<file path="src/logic/issue_pkg.sv">
/*
 * Shared widths, register and scoreboard sizes for the issue stage
 * Functional-unit encoding and the packed structs passed between blocks
 */
`default_nettype none

package issue_pkg;

  // ------------------------------
  // Sizes
  // ------------------------------
  localparam int unsigned NR_REGS       = 16;
  localparam int unsigned REG_ADDR_BITS = 4;
  localparam int unsigned XLEN          = 32;
  localparam int unsigned NR_SB_ENTRIES = 4;
  localparam int unsigned TRANS_ID_BITS = 2;

  typedef logic [REG_ADDR_BITS-1:0] reg_addr_t;
  typedef logic [TRANS_ID_BITS-1:0] trans_id_t;

  // Target functional unit, code 3 is unused
  typedef enum logic [1:0] {
    FU_ALU = 2'd0,
    FU_LSU = 2'd1,
    FU_MUL = 2'd2
  } fu_t;

  // ------------------------------
  // Stage payloads
  // ------------------------------
  // Instruction as handed over by decode
  typedef struct packed {
    logic [XLEN-1:0] pc;
    fu_t             fu;
    logic [3:0]      op;
    reg_addr_t       rs1;
    reg_addr_t       rs2;
    reg_addr_t       rd;
    logic [XLEN-1:0] imm;
    logic            use_imm;   // Operand b comes from imm
  } decoded_instr_t;

  // Dispatch payload towards ALU, LSU or multiplier
  typedef struct packed {
    fu_t             fu;
    logic [3:0]      op;
    logic [XLEN-1:0] operand_a;
    logic [XLEN-1:0] operand_b;
    logic [XLEN-1:0] imm;
    trans_id_t       trans_id;
    logic [XLEN-1:0] pc;
  } fu_data_t;

  // Result returning from a functional unit
  typedef struct packed {
    logic            valid;
    trans_id_t       trans_id;
    logic [XLEN-1:0] data;
  } wb_t;

  // Head of the scoreboard offered for commit
  typedef struct packed {
    trans_id_t       trans_id;
    logic [XLEN-1:0] pc;
    reg_addr_t       rd;
    logic [XLEN-1:0] result;
  } commit_t;

  // Single register file write port
  typedef struct packed {
    logic            we;
    reg_addr_t       waddr;
    logic [XLEN-1:0] wdata;
  } rf_write_t;

  // Scoreboard view used for hazard checks and forwarding
  typedef struct packed {
    trans_id_t                                commit_pointer;
    trans_id_t                                issue_pointer;
    logic [NR_SB_ENTRIES-1:0]                 issued;
    logic [NR_SB_ENTRIES-1:0]                 done;
    logic [NR_SB_ENTRIES-1:0][REG_ADDR_BITS-1:0] rd;
    logic [NR_SB_ENTRIES-1:0][XLEN-1:0]       result;
  } fwd_t;

endpackage

`default_nettype wire
</file>
<file path="src/logic/issue_stage.sv">
/*
 * Issue stage top, scoreboard plus operand read and dispatch
 */
`timescale 1ns/1ps
`default_nettype none

module issue_stage (
  input  wire logic                       clk_i,
  input  wire logic                       arst_n_i,
  input  wire logic                       flush_i,
  // Decode handshake
  input  wire issue_pkg::decoded_instr_t  decoded_instr_i,
  input  wire logic                       decoded_instr_valid_i,
  output logic                            decoded_instr_ack_o,
  output logic                            sb_full_o,
  // Functional units
  output issue_pkg::fu_data_t             fu_data_o,
  output logic                            alu_valid_o,
  output logic                            lsu_valid_o,
  output logic                            mul_valid_o,
  input  wire logic                       flu_ready_i,
  input  wire logic                       lsu_ready_i,
  input  wire issue_pkg::wb_t             wb_i,
  // Commit port
  output issue_pkg::commit_t              commit_o,
  output logic                            commit_valid_o,
  input  wire logic                       commit_ack_i,
  output logic                            stall_issue_o
);

  // ------------------------------
  // Scoreboard to operand read
  // ------------------------------
  issue_pkg::decoded_instr_t issue_instr_sb_iro;
  issue_pkg::trans_id_t      issue_trans_id_sb_iro;
  logic                      issue_valid_sb_iro;
  logic                      issue_ack_iro_sb;
  issue_pkg::fwd_t           fwd_sb_iro;
  issue_pkg::rf_write_t      rf_write_sb_iro;

  issue_scoreboard i_issue_scoreboard (
    .clk_i                 (clk_i),
    .arst_n_i              (arst_n_i),
    .flush_i               (flush_i),
    .decoded_instr_i       (decoded_instr_i),
    .decoded_instr_valid_i (decoded_instr_valid_i),
    .decoded_instr_ack_o   (decoded_instr_ack_o),
    .sb_full_o             (sb_full_o),
    .issue_instr_o         (issue_instr_sb_iro),
    .issue_trans_id_o      (issue_trans_id_sb_iro),
    .issue_valid_o         (issue_valid_sb_iro),
    .issue_ack_i           (issue_ack_iro_sb),
    .fwd_o                 (fwd_sb_iro),
    .wb_i                  (wb_i),
    .commit_o              (commit_o),
    .commit_valid_o        (commit_valid_o),
    .commit_ack_i          (commit_ack_i),
    .rf_write_o            (rf_write_sb_iro)
  );

  // Flush also cancels the pending dispatch
  issue_read_operands i_issue_read_operands (
    .clk_i            (clk_i),
    .arst_n_i         (arst_n_i),
    .flush_i          (flush_i),
    .issue_instr_i    (issue_instr_sb_iro),
    .issue_trans_id_i (issue_trans_id_sb_iro),
    .issue_valid_i    (issue_valid_sb_iro),
    .issue_ack_o      (issue_ack_iro_sb),
    .fwd_i            (fwd_sb_iro),
    .rf_write_i       (rf_write_sb_iro),
    .flu_ready_i      (flu_ready_i),
    .lsu_ready_i      (lsu_ready_i),
    .fu_data_o        (fu_data_o),
    .alu_valid_o      (alu_valid_o),
    .lsu_valid_o      (lsu_valid_o),
    .mul_valid_o      (mul_valid_o),
    .stall_issue_o    (stall_issue_o)
  );

endmodule

`default_nettype wire

</file>
<file path="src/logic/issue_read_operands.sv">
/*
 * Hazard check and operand fetch with scoreboard forwarding
 * Registered dispatch to ALU, LSU and multiplier, holds the register file
 */
`timescale 1ns/1ps
`default_nettype none

module issue_read_operands (
  input  wire logic                       clk_i,
  input  wire logic                       arst_n_i,
  input  wire logic                       flush_i,
  input  wire issue_pkg::decoded_instr_t  issue_instr_i,
  input  wire issue_pkg::trans_id_t       issue_trans_id_i,
  input  wire logic                       issue_valid_i,
  output logic                            issue_ack_o,
  input  wire issue_pkg::fwd_t            fwd_i,
  input  wire issue_pkg::rf_write_t       rf_write_i,
  input  wire logic                       flu_ready_i,
  input  wire logic                       lsu_ready_i,
  output issue_pkg::fu_data_t             fu_data_o,
  output logic                            alu_valid_o,
  output logic                            lsu_valid_o,
  output logic                            mul_valid_o,
  output logic                            stall_issue_o
);

  logic [issue_pkg::XLEN-1:0] rf_a, rf_b;
  logic [issue_pkg::XLEN-1:0] fwd_a, fwd_b;
  logic [issue_pkg::XLEN-1:0] operand_a, operand_b;
  logic hit_a, hit_b, rdy_a, rdy_b;
  logic hazard;
  logic fu_ready;

  // Youngest issued producer of rs, walking from the head towards issue
  function automatic void find_producer(
    input  issue_pkg::reg_addr_t        rs,
    input  issue_pkg::fwd_t             fwd,
    output logic                        hit,
    output logic                        ready,
    output logic [issue_pkg::XLEN-1:0]  value
  );
    issue_pkg::trans_id_t idx;
    hit   = 1'b0;
    ready = 1'b0;
    value = '0;
    for (int k = 0; k < issue_pkg::NR_SB_ENTRIES; k++) begin
      idx = fwd.commit_pointer + issue_pkg::trans_id_t'(k);
      // Later matches are younger and override
      if (fwd.issued[idx] && (rs != '0) && (fwd.rd[idx] == rs)) begin
        hit   = 1'b1;
        ready = fwd.done[idx];
        value = fwd.result[idx];
      end
    end
  endfunction

  issue_regfile i_issue_regfile (
    .clk_i     (clk_i),
    .arst_n_i  (arst_n_i),
    .raddr_a_i (issue_instr_i.rs1),
    .raddr_b_i (issue_instr_i.rs2),
    .rdata_a_o (rf_a),
    .rdata_b_o (rf_b),
    .wr_i      (rf_write_i)
  );

  // ------------------------------
  // Operand select and hazards
  // ------------------------------
  always_comb begin
    find_producer(issue_instr_i.rs1, fwd_i, hit_a, rdy_a, fwd_a);
    find_producer(issue_instr_i.rs2, fwd_i, hit_b, rdy_b, fwd_b);
  end

  assign operand_a = hit_a ? fwd_a : rf_a;
  assign operand_b = issue_instr_i.use_imm ? issue_instr_i.imm
                   : (hit_b ? fwd_b : rf_b);

  // rs2 is not read when imm replaces it
  assign hazard = (hit_a & ~rdy_a) | (hit_b & ~rdy_b & ~issue_instr_i.use_imm);

  // LSU has its own ready, ALU and multiplier share one
  assign fu_ready = (issue_instr_i.fu == issue_pkg::FU_LSU) ? lsu_ready_i : flu_ready_i;

  assign issue_ack_o   = issue_valid_i & ~hazard & fu_ready & ~flush_i;
  assign stall_issue_o = issue_valid_i & ~issue_ack_o;

  // ------------------------------
  // Dispatch registers
  // ------------------------------
  always_ff @(posedge clk_i or negedge arst_n_i) begin
    if (!arst_n_i) begin
      fu_data_o   <= '0;
      alu_valid_o <= 1'b0;
      lsu_valid_o <= 1'b0;
      mul_valid_o <= 1'b0;
    end else begin
      // One-cycle pulses, ack is already low during a flush
      alu_valid_o <= issue_ack_o & (issue_instr_i.fu == issue_pkg::FU_ALU);
      lsu_valid_o <= issue_ack_o & (issue_instr_i.fu == issue_pkg::FU_LSU);
      mul_valid_o <= issue_ack_o & (issue_instr_i.fu == issue_pkg::FU_MUL);
      if (issue_ack_o) begin
        fu_data_o.fu        <= issue_instr_i.fu;
        fu_data_o.op        <= issue_instr_i.op;
        fu_data_o.operand_a <= operand_a;
        fu_data_o.operand_b <= operand_b;
        fu_data_o.imm       <= issue_instr_i.imm;
        fu_data_o.trans_id  <= issue_trans_id_i;
        fu_data_o.pc        <= issue_instr_i.pc;
      end
    end
  end

endmodule

`default_nettype wire

</file>
<file path="src/logic/issue_scoreboard.sv">
/*
 * Four-entry circular scoreboard with decode accept and in-order issue
 * Out-of-order writeback marking, in-order commit and register file retire
 */
`timescale 1ns/1ps
`default_nettype none

module issue_scoreboard (
  input  wire logic                       clk_i,
  input  wire logic                       arst_n_i,
  input  wire logic                       flush_i,
  // Decode side
  input  wire issue_pkg::decoded_instr_t  decoded_instr_i,
  input  wire logic                       decoded_instr_valid_i,
  output logic                            decoded_instr_ack_o,
  output logic                            sb_full_o,
  // Towards operand read
  output issue_pkg::decoded_instr_t       issue_instr_o,
  output issue_pkg::trans_id_t            issue_trans_id_o,
  output logic                            issue_valid_o,
  input  wire logic                       issue_ack_i,
  output issue_pkg::fwd_t                 fwd_o,
  // Writeback and commit
  input  wire issue_pkg::wb_t             wb_i,
  output issue_pkg::commit_t              commit_o,
  output logic                            commit_valid_o,
  input  wire logic                       commit_ack_i,
  output issue_pkg::rf_write_t            rf_write_o
);

  localparam int unsigned N = issue_pkg::NR_SB_ENTRIES;

  // Entry payload
  issue_pkg::decoded_instr_t  mem_q    [N];
  logic [issue_pkg::XLEN-1:0] result_q [N];

  // Entry state
  logic [N-1:0] occupied_q;
  logic [N-1:0] issued_q;
  logic [N-1:0] done_q;

  issue_pkg::trans_id_t tail_q;
  issue_pkg::trans_id_t issue_q;
  issue_pkg::trans_id_t commit_q;
  logic [issue_pkg::TRANS_ID_BITS:0] cnt_q;

  logic full;
  logic accept;
  logic issue_fire;
  logic wb_hit;
  logic commit_fire;

  // ------------------------------
  // Handshakes
  // ------------------------------
  assign full                = (cnt_q == N);
  assign sb_full_o           = full;
  // Ack only depends on occupancy
  assign decoded_instr_ack_o = ~full;
  assign accept              = decoded_instr_valid_i & ~full;

  assign issue_instr_o    = mem_q[issue_q];
  assign issue_trans_id_o = issue_q;
  assign issue_valid_o    = occupied_q[issue_q] & ~issued_q[issue_q];
  assign issue_fire       = issue_valid_o & issue_ack_i;

  // Late results for cancelled or free slots are ignored
  assign wb_hit = wb_i.valid & occupied_q[wb_i.trans_id] & issued_q[wb_i.trans_id];

  assign commit_valid_o = occupied_q[commit_q] & done_q[commit_q];
  assign commit_fire    = commit_valid_o & commit_ack_i;

  assign commit_o.trans_id = commit_q;
  assign commit_o.pc       = mem_q[commit_q].pc;
  assign commit_o.rd       = mem_q[commit_q].rd;
  assign commit_o.result   = result_q[commit_q];

  // Retire write lands on the same edge as the commit ack
  assign rf_write_o.we    = commit_fire & (mem_q[commit_q].rd != '0);
  assign rf_write_o.waddr = mem_q[commit_q].rd;
  assign rf_write_o.wdata = result_q[commit_q];

  // Forwarding view
  assign fwd_o.commit_pointer = commit_q;
  assign fwd_o.issue_pointer  = issue_q;
  assign fwd_o.issued         = issued_q;
  assign fwd_o.done           = done_q;
  always_comb begin
    for (int i = 0; i < N; i++) begin
      fwd_o.rd[i]     = mem_q[i].rd;
      fwd_o.result[i] = result_q[i];
    end
  end

  // ------------------------------
  // Control state
  // ------------------------------
  always_ff @(posedge clk_i or negedge arst_n_i) begin
    if (!arst_n_i) begin
      occupied_q <= '0;
      issued_q   <= '0;
      done_q     <= '0;
      tail_q     <= '0;
      issue_q    <= '0;
      commit_q   <= '0;
      cnt_q      <= '0;
    end else if (flush_i) begin
      // Whole buffer dropped, decode accept in this cycle too
      occupied_q <= '0;
      issued_q   <= '0;
      done_q     <= '0;
      tail_q     <= '0;
      issue_q    <= '0;
      commit_q   <= '0;
      cnt_q      <= '0;
    end else begin
      if (accept) begin
        occupied_q[tail_q] <= 1'b1;
        issued_q[tail_q]   <= 1'b0;
        done_q[tail_q]     <= 1'b0;
        tail_q             <= tail_q + 1'b1;
      end
      if (issue_fire) begin
        issued_q[issue_q] <= 1'b1;
        issue_q           <= issue_q + 1'b1;
      end
      if (wb_hit) begin
        done_q[wb_i.trans_id] <= 1'b1;
      end
      if (commit_fire) begin
        occupied_q[commit_q] <= 1'b0;
        issued_q[commit_q]   <= 1'b0;
        done_q[commit_q]     <= 1'b0;
        commit_q             <= commit_q + 1'b1;
      end
      cnt_q <= cnt_q + {{issue_pkg::TRANS_ID_BITS{1'b0}}, accept}
                     - {{issue_pkg::TRANS_ID_BITS{1'b0}}, commit_fire};
    end
  end

  // Payload storage
  always_ff @(posedge clk_i) begin
    if (accept) begin
      mem_q[tail_q] <= decoded_instr_i;
    end
    if (wb_hit) begin
      result_q[wb_i.trans_id] <= wb_i.data;
    end
  end

endmodule

`default_nettype wire

</file>
<file path="src/logic/issue_regfile.sv">
/*
 * Architectural register file, two combinational read ports
 * One write port, register zero hardwired to zero
 */
`timescale 1ns/1ps
`default_nettype none

module issue_regfile (
  input  wire logic                       clk_i,
  input  wire logic                       arst_n_i,
  input  wire issue_pkg::reg_addr_t       raddr_a_i,
  input  wire issue_pkg::reg_addr_t       raddr_b_i,
  output logic [issue_pkg::XLEN-1:0]      rdata_a_o,
  output logic [issue_pkg::XLEN-1:0]      rdata_b_o,
  input  wire issue_pkg::rf_write_t       wr_i
);

  // Register zero has no storage
  logic [issue_pkg::XLEN-1:0] regs_q [1:issue_pkg::NR_REGS-1];

  always_ff @(posedge clk_i or negedge arst_n_i) begin
    if (!arst_n_i) begin
      for (int i = 1; i < issue_pkg::NR_REGS; i++) begin
        regs_q[i] <= '0;
      end
    end else if (wr_i.we && (wr_i.waddr != '0)) begin
      regs_q[wr_i.waddr] <= wr_i.wdata;
    end
  end

  // Reads see the old value during a write cycle
  assign rdata_a_o = (raddr_a_i == '0) ? '0 : regs_q[raddr_a_i];
  assign rdata_b_o = (raddr_b_i == '0) ? '0 : regs_q[raddr_b_i];

endmodule

`default_nettype wire

</file>
<file path="config.mk">
export PLATFORM = sky130hd
export DESIGN_NAME = issue_stage
export DESIGN_NICKNAME = d
export VERILOG_FILES = /design/src/logic/issue_pkg.sv /design/src/logic/issue_stage.sv /design/src/logic/issue_read_operands.sv /design/src/logic/issue_scoreboard.sv /design/src/logic/issue_regfile.sv
export SDC_FILE = /design/constraint.sdc
export NUM_CORES = 2
export LEC_CHECK = 0
export BUFFER_PORTS_ARGS = -buffer_cell sky130_fd_sc_hd__buf_2
export CAP_MARGIN = 10
export CORE_ASPECT_RATIO = 1.2
export CORE_UTILIZATION = 55
export CTS_BUF_LIST = sky130_fd_sc_hd__clkbuf_16
export CTS_CLUSTER_SIZE = 12
export DETAILED_ROUTE_END_ITERATION = 16
export PLACE_DENSITY_LB_ADDON = 0.2
export SYNTH_ARGS = -nofsm -noshare
export SYNTH_HDL_FRONTEND = slang
export SYNTH_SLANG_ARGS = --single-unit
</file>
<file path="constraint.sdc">
create_clock -name clk_i -period 6.5 [get_ports clk_i]
set_input_delay 0.325 -clock clk_i [delete_from_list [all_inputs] [get_ports clk_i]]
set_output_delay 0.325 -clock clk_i [all_outputs]
set_load 0.01 [all_outputs]
</file>
# After elaboration in Yosys (flattened, before gate mapping)
# Memory sizes are Yosys's and may differ from the RTL's.
# Cells that the tools add are included.
# word_totals
ff_bits	640
latch_bits	0
ram_bits	460
romBits	0
in_bits	125
output_inout_bits	213
word_cells	254
mem_count	2
# classes
addsub	7
mul	0
div	0
magnitude_cmp	15
eq_ne	11
shifts	0
n_mux	116
bitwise	40
reduce_logical	31
# mem_list
name	depth	width	read_ports	rd_clocked_by_memory_dff	write_ports	line_no	text
i_issue_scoreboard.mem_q	4	83	6	0	1	issue_scoreboard.sv:34	issue_pkg::decoded_instr_t mem_q [N];
i_issue_scoreboard.result_q	4	32	5	0	1	issue_scoreboard.sv:35	logic [issue_pkg::XLEN-1:0] result_q [N];
# op_table
op	n
32-bit two-way mux	22
480-bit bitwise mux	1
32-bit binary-select mux with 2-bit select	4
32-bit binary-select mux with 4-bit select	2
32-bit demux with 4-bit select	1
4-bit two-way mux	20
1-bit two-way mux	38
4-bit binary-select mux with 2-bit select	4
4-bit == test	8
1-bit binary-select mux with 2-bit select	13
1-bit logical AND	22
2-bit by 3-bit less-than comparator with 1-bit output, second input constant	7
4-bit AND	5
1-bit AND	18
5-bit greater-or-equal comparator, second input constant	3
4-bit inverter with 5-bit output	3
2-bit two-way mux	6
4-bit bitwise OR	3
4-bit nonzero test	3
1-bit demux with 2-bit select	4
2-bit by 1-bit greater-or-equal comparator with 1-bit output, second input constant	4
4-bit zero test	2
1-bit inverter	8
4-bit inverter	2
12 further kinds	17

# Longest topological paths before layout
# depth
word_depth	22
mapped_depth	23
ltp_nobuf	10

# Cells and area by module
# A second synthesis with hierarchy kept.
# unflattened
hier_cells	4007
area_unflattened_um2	57761.6
# modules_own_cells
mod	instances	cells_each	area_per_inst_um2
issue_regfile	1	1908	26588.0
issue_scoreboard	1	833	19147.1
issue_read_operands	1	1266	12026.5

# Least setup slack after synthesis
# No wires, ideal clock.
# synth_path
path_kind	register to register
startpoint	register i_issue_scoreboard.commit_q[0]
endpoint	register, netlist name i_issue_read_operands.fu_data_o[30]
setup_time_ps	127
arrival_ps	6063
t_required_ps	6373
slack_ps	310
stages_incl_launch_ff	23
path_cell_list	dfrtp_1 -> buf_4 -> buf_2 -> buf_4 -> buf_2 -> buf_2 -> buf_2 -> buf_2 -> buf_2 -> buf_2 -> inv_1 -> ha_1 -> clkbuf_1 -> mux4_2 -> xor2_1 -> a2111oi_0 -> nand4_1 -> a311oi_1 -> nor3_1 -> nor4_4 -> buf_6 -> buf_6 -> mux2_1
# synth_between
elab_chain_cells	16
word_cells_on_any_way	77
cone_classes	add/sub: 3; eq/ne: 8; mux: 40; bitwise: 10; reduce/logical: 16
# synth_lines
element	line_no	text
start, declared	issue_scoreboard.sv:44	issue_pkg::trans_id_t commit_q;
start signal, assigned	issue_scoreboard.sv:134	commit_q <= commit_q + 1'b1;
2-bit by 1-bit adder with 2-bit output (tied with other cells)	issue_read_operands.sv:47	idx = fwd.commit_pointer + issue_pkg::trans_id_t'(k);
4-bit binary-select mux with 2-bit select (tied with other cells)	issue_read_operands.sv:49	if (fwd.issued[idx] && (rs != '0) && (fwd.rd[idx] == rs)) begin
4-bit two-way mux (not written as such) (tied with other cells)	issue_read_operands.sv:49	
4-bit == test or 1-bit logical AND (tied branches)	issue_read_operands.sv:49	
1-bit logical AND or 1-bit two-way mux (tied branches)	issue_read_operands.sv:49	
1-bit two-way mux (3 in series)	issue_read_operands.sv:49	
1-bit inverter	issue_read_operands.sv:80	assign hazard = (hit_a & ~rdy_a) | (hit_b & ~rdy_b & ~issue_instr_i.use_imm);
1-bit AND (2 in series)	issue_read_operands.sv:80	
1-bit bitwise OR *	issue_read_operands.sv:80	
1-bit inverter *	issue_read_operands.sv:85	assign issue_ack_o = issue_valid_i & ~hazard & fu_ready & ~flush_i;
1-bit AND * (3 in series)	issue_read_operands.sv:85	
# Mark *: on every way between the ends. The rest lies on a longest branch, timed or not. The select of a mux whose other input is x is not followed.
# A chain may end at the register's enable or synchronous reset.

# Worst setup path in the final report
# layout_path
startpoint	register i_issue_scoreboard.commit_q[0]
endpoint	output port stall_issue_o
# layout_between
elab_chain_cells	18
word_cells_on_any_way	79
cone_classes	add/sub: 3; eq/ne: 8; mux: 40; bitwise: 12; reduce/logical: 16
# layout_lines
element	line_no	text
2-bit by 1-bit adder with 2-bit output (tied with other cells)	issue_read_operands.sv:47	
4-bit binary-select mux with 2-bit select (tied with other cells)	issue_read_operands.sv:49	
4-bit two-way mux (not written as such) (tied with other cells)	issue_read_operands.sv:49	
4-bit == test or 1-bit logical AND (tied branches)	issue_read_operands.sv:49	
1-bit logical AND or 1-bit two-way mux (tied branches)	issue_read_operands.sv:49	
1-bit two-way mux (3 in series)	issue_read_operands.sv:49	
1-bit inverter	issue_read_operands.sv:80	
1-bit AND (2 in series)	issue_read_operands.sv:80	
1-bit bitwise OR *	issue_read_operands.sv:80	
1-bit inverter *	issue_read_operands.sv:85	
1-bit AND * (3 in series)	issue_read_operands.sv:85	
1-bit inverter *	issue_read_operands.sv:86	assign stall_issue_o = issue_valid_i & ~issue_ack_o;
1-bit AND *	issue_read_operands.sv:86	
end, declared	issue_stage.sv:28	output logic stall_issue_o
# Marked as above.

==> summary.txt <==
Floorplan
  • Chip height: 354 µm
  • Num ports: 338
  • Chip Width: 295 µm
  • Area of the core: 102000 µm²
  • FP Rows: 128
  • Die area: 104000 µm²
  • Starting density of the core: 55.6%

Clocking
  • Post-cts gate resize count: 0
  • Clk sinks: 1100
  • CTS max path bufs: 3
  • Cts bufs inserted: 111
  • Clk root buf: clkbuf_16
  • CTS tree: done
  • Clock Latency Late Sink: 690 ps
  • H-Tree Depth: 3
  • Clock-pin slew on the worst setup and hold paths: 60 ps

Yosys
  • Synth Warn #: 0
  • Primary FF master, synth: dfrtp_1
  • Mapped Area: 56700 µm²
  • Leading cell types by total area after synthesis: dfrtp_1 28%, edfxtp_1 24%, mux4_2 10%
  • Top cell type's share of synthesized area: 28.3%
  • Yosys top cell by area: dfrtp_1
  • Post-synth EDFFs: 460
  • Syn Area/Cell: 13.9 µm²
  • Post-Synthesis Cells: 4088
  • Yosys reg bits: 1100
  • Yosys cell types: 66
  • Async SR Flop Fraction: 58.2%
  • Seq/Total Area, Yosys: 52.6%
  • Syn nets: 4228

Routing
  • First DRT Iteration DRCs: 3586
  • Wirelength per Cell: 28.0 µm
  • Antenna viol nets, final: 0
  • DRC errors left: 0
  • Final wirelength: 164000 µm
  • Vias per inst: 6.47
  • Via count: 37.9k
  • Drt pass-1 iters: 6

Setup path
  • Kind of start point of the critical path: flip-flop
  • Max incr delay on CP: 800 ps
  • CP endpoint kind: output port
  • Worst-path fanout max: 58
  • Worst Setup Path Type: flip-flop to output port
  • Reg2reg setup slack: 1300 ps
  • Critical path data arrival time: 5550 ps
  • RR Endpoint: i_issue_read_operands.fu_data_o[65]
  • CP Data Required Time: 6170 ps
  • Critical path cell sequence: inv_1, ha_4, buf_4, mux4_2, nand2_1, o211ai_1, a311oi_1, nor3_1, nor4_4, buf_12, nor2_1, buf_2
  • FF-to-FF Start: i_issue_scoreboard.commit_q[0]
  • Worst r2r path cells: 11
  • CP max-delay cell: nor4_4

Finish
  • Layout area overhead: 13.1%
  • Layout cells sized above 1: 32.1%
  • Multi-input gate area: 25200 µm²
  • Final Net Count: 4524
  • Fillers: 7784
  • Final non-filler cell total: 5854
  • Seq. cell area: 29800 µm²

Placement
  • Routability cong.: 0.877
  • Post-DP HPWL: 101000 µm
  • Count of buffers from port buffering: 337
  • Dpl cells: 5517

Min path
  • Hold wc startpoint: decoded_instr_valid_i
  • HP Class: primary input to flip-flop
  • Hold path depth: 4
  • Worst Hold Path EP: i_issue_scoreboard.tail_q[0]

Status
  • Outcome: completed

STA
  • Final period utilization: 90.4%
  • Endpoints failing hold: 0
  • Worst slew margin: 14.1%
  • Worst-Margin Slew: 1280 ps
  • Final setup vio count: 0
  • RSZ-0062 raised after global routing: false
  • Slew Limit Fails: 0
  • Fin crit period: 5880 ps
  • Fmax: 170 MHz
  • Clock skew: 25.2 ps
  • Fin Setup TNS: 0 ps

Global routing
  • Total GRT Usage: 31.7%
  • Largest net degree at the start of global routing: 176
  • Total grt overflow: 0
  • First-pass GRT wire length: 249000 µm
  • Vias in the first global route: 38.9k
  • Antenna violations before repair: 17

Power and ir drop
  • PD cells: 312 nW/µm²
  • Leakage: 0.0274 µW
  • VDD IR max: 0.000343 V

Flow run
  • MaxCap Viol Count: 0
==> power by group <==
part	internal (µW)	switching [µW]	total [µW]
Clock	3260	2680	5950
Sequential	7930	440	8370
Combinational	2290	3380	5670
Total	13500	6500	20000
==> how the worst max path moves through the flow <==
stage,startpoint,to,depth (start not counted),slack (ps)
6_report,i_issue_scoreboard.commit_q[0],stall_issue_o,12,620
5_1_grt,i_issue_scoreboard.commit_q[0],stall_issue_o,12,250
4_1_cts,i_issue_scoreboard.commit_q[0],stall_issue_o,12,520
3_5_place_dp,i_issue_scoreboard.commit_q[0],i_issue_read_operands.fu_data_o[65],11,1260
3_3_place_gp,i_issue_scoreboard.commit_q[0],i_issue_read_operands.fu_data_o[65],11,1310
2_1_floorplan,i_issue_scoreboard.commit_q[0],i_issue_read_operands.fu_data_o[30],22,310
==> per-stage QoR <==
stage	power (µW)	utilization, %	hold WS, ps	setup slack, ps	instance area, µm²
CTS	20000	62.8	201	520	64000
global placement	13900	58.4	467	1310	59500
global route	20700	62.9	250	252	64100
detailed placement	14000	58.4	464	1260	59500
finish	20000	62.9	232	623	64100
floorplan	11700	-	29.4	310	56700
==> critical path: cells and delay by family, from the launching register on <==
family                     cells  cell delay, ps
AOI/OAI and AO/OA              2             410
adders and majority gates      1             510
muxes                          1             650
buffers and inverters          4            1450
and+or+nand+nor                4            1110
DFF                            1             650
==> cell usage after synthesis, drive strengths merged, types with 5 or more instances <==
cell type / instances
o2bb2ai: 22
o21ai: 131
xor2: 10
nand2b: 14
mux2i: 517
o31ai: 32
nor2: 110
and3: 17
ha: 14
a211oi: 85
inv: 72
a31o: 5
nor4: 67
buf: 127
a21oi: 139
clkbuf: 226
mux2: 565
mux4: 265
xnor2: 24
nor2b: 11
nand4: 7
a22oi: 31
o221ai: 65
a221oi: 9
o21a: 5
or3: 23
edfxtp: 460
dfrtp: 640
o22ai: 32
nand2: 320
==> layout by cell type, fill, tap and decap left out, drive strengths merged, types with 4 or more instances in the layout <==
| master | instances |
|---|---|
| a211oi | 85 |
| a21oi | 139 |
| a221oi | 9 |
| a22oi | 31 |
| a31o | 5 |
| and3 | 17 |
| buf | 419 |
| clkbuf | 114 |
| clkinv | 30 |
| dfrtp | 640 |
| diode | 11 |
| dlygate4sd3 | 117 |
| edfxtp | 460 |
| ha | 14 |
| inv | 130 |
| mux2 | 565 |
| mux2i | 517 |
| mux4 | 265 |
| nand2 | 320 |
| nand2b | 14 |
| nand4 | 7 |
| nor2 | 110 |
| nor2b | 11 |
| nor4 | 67 |
| o21a | 5 |
| o21ai | 131 |
| o221ai | 65 |
| o22ai | 32 |
| o2bb2ai | 22 |
| o31ai | 32 |
| or2 | 4 |
| or3 | 23 |
| xnor2 | 24 |
| xor2 | 10 |
==> per-layer routing <==
layer | share of wire, % | vias up | global-route usage [%] | routed length, µm
met5 | 0.047 | - | 0 | 77
met4 | 3.4 | 12 | 10.9 | 5570
met3 | 9.1 | 354 | 7.77 | 15000
met2 | 47 | 1774 | 50.3 | 77400
met1 | 40 | 19500 | 42.9 | 66000
li1 | - | 16200 | - | -
==> cell families (layout without fill, tap and decap cells) <==
family,Yosys count,after routing,synth area share (%)
flip-flops,1100,1100,52.6
XOR/XNOR,34,34,0.525
multiplexers,1347,1347,31.8
buffers and inverters,425,815,3.42
AND/OR/NAND/NOR,595,595,4.74
other,0,11,0
adder cells (fa/ha/maj),15,15,0.344
AO/OA/AOI/OAI,572,572,6.59
==> what timing repair did <==
item | CTS | global route
setup buffers | 0 | 0
hold buffers | 117 | 0
endpoints found under the hold margin | 565 | 0
==> layout make-up <==
type                    instances  area share [%]
diodes                         11          0.0430
clock buffers                 114            4.45
clock inverters                93           0.744
inverters                      72           0.437
multi-input cells            2563            39.4
flip-flops and latches       1100            46.6
well taps                    1365            2.67
repair buffers                536            5.73
==> flip-flops by register name, indices dropped and copies added (netlist names) <==
name / flops
i_issue_read_operands.lsu_valid_o: 1
i_issue_scoreboard.result_q: 128
i_issue_scoreboard.commit_q: 2
i_issue_scoreboard.issued_q: 4
i_issue_scoreboard.occupied_q: 4
i_issue_scoreboard.done_q: 4
i_issue_read_operands.mul_valid_o: 1
i_issue_read_operands.alu_valid_o: 1
i_issue_scoreboard.mem_q: 332
i_issue_scoreboard.issue_trans_id_o: 2
i_issue_scoreboard.tail_q: 2
i_issue_scoreboard.cnt_q: 3
i_issue_read_operands.i_issue_regfile.regs_q: 480
i_issue_read_operands.fu_data_o: 136
(Power assumes the default switching activity.)
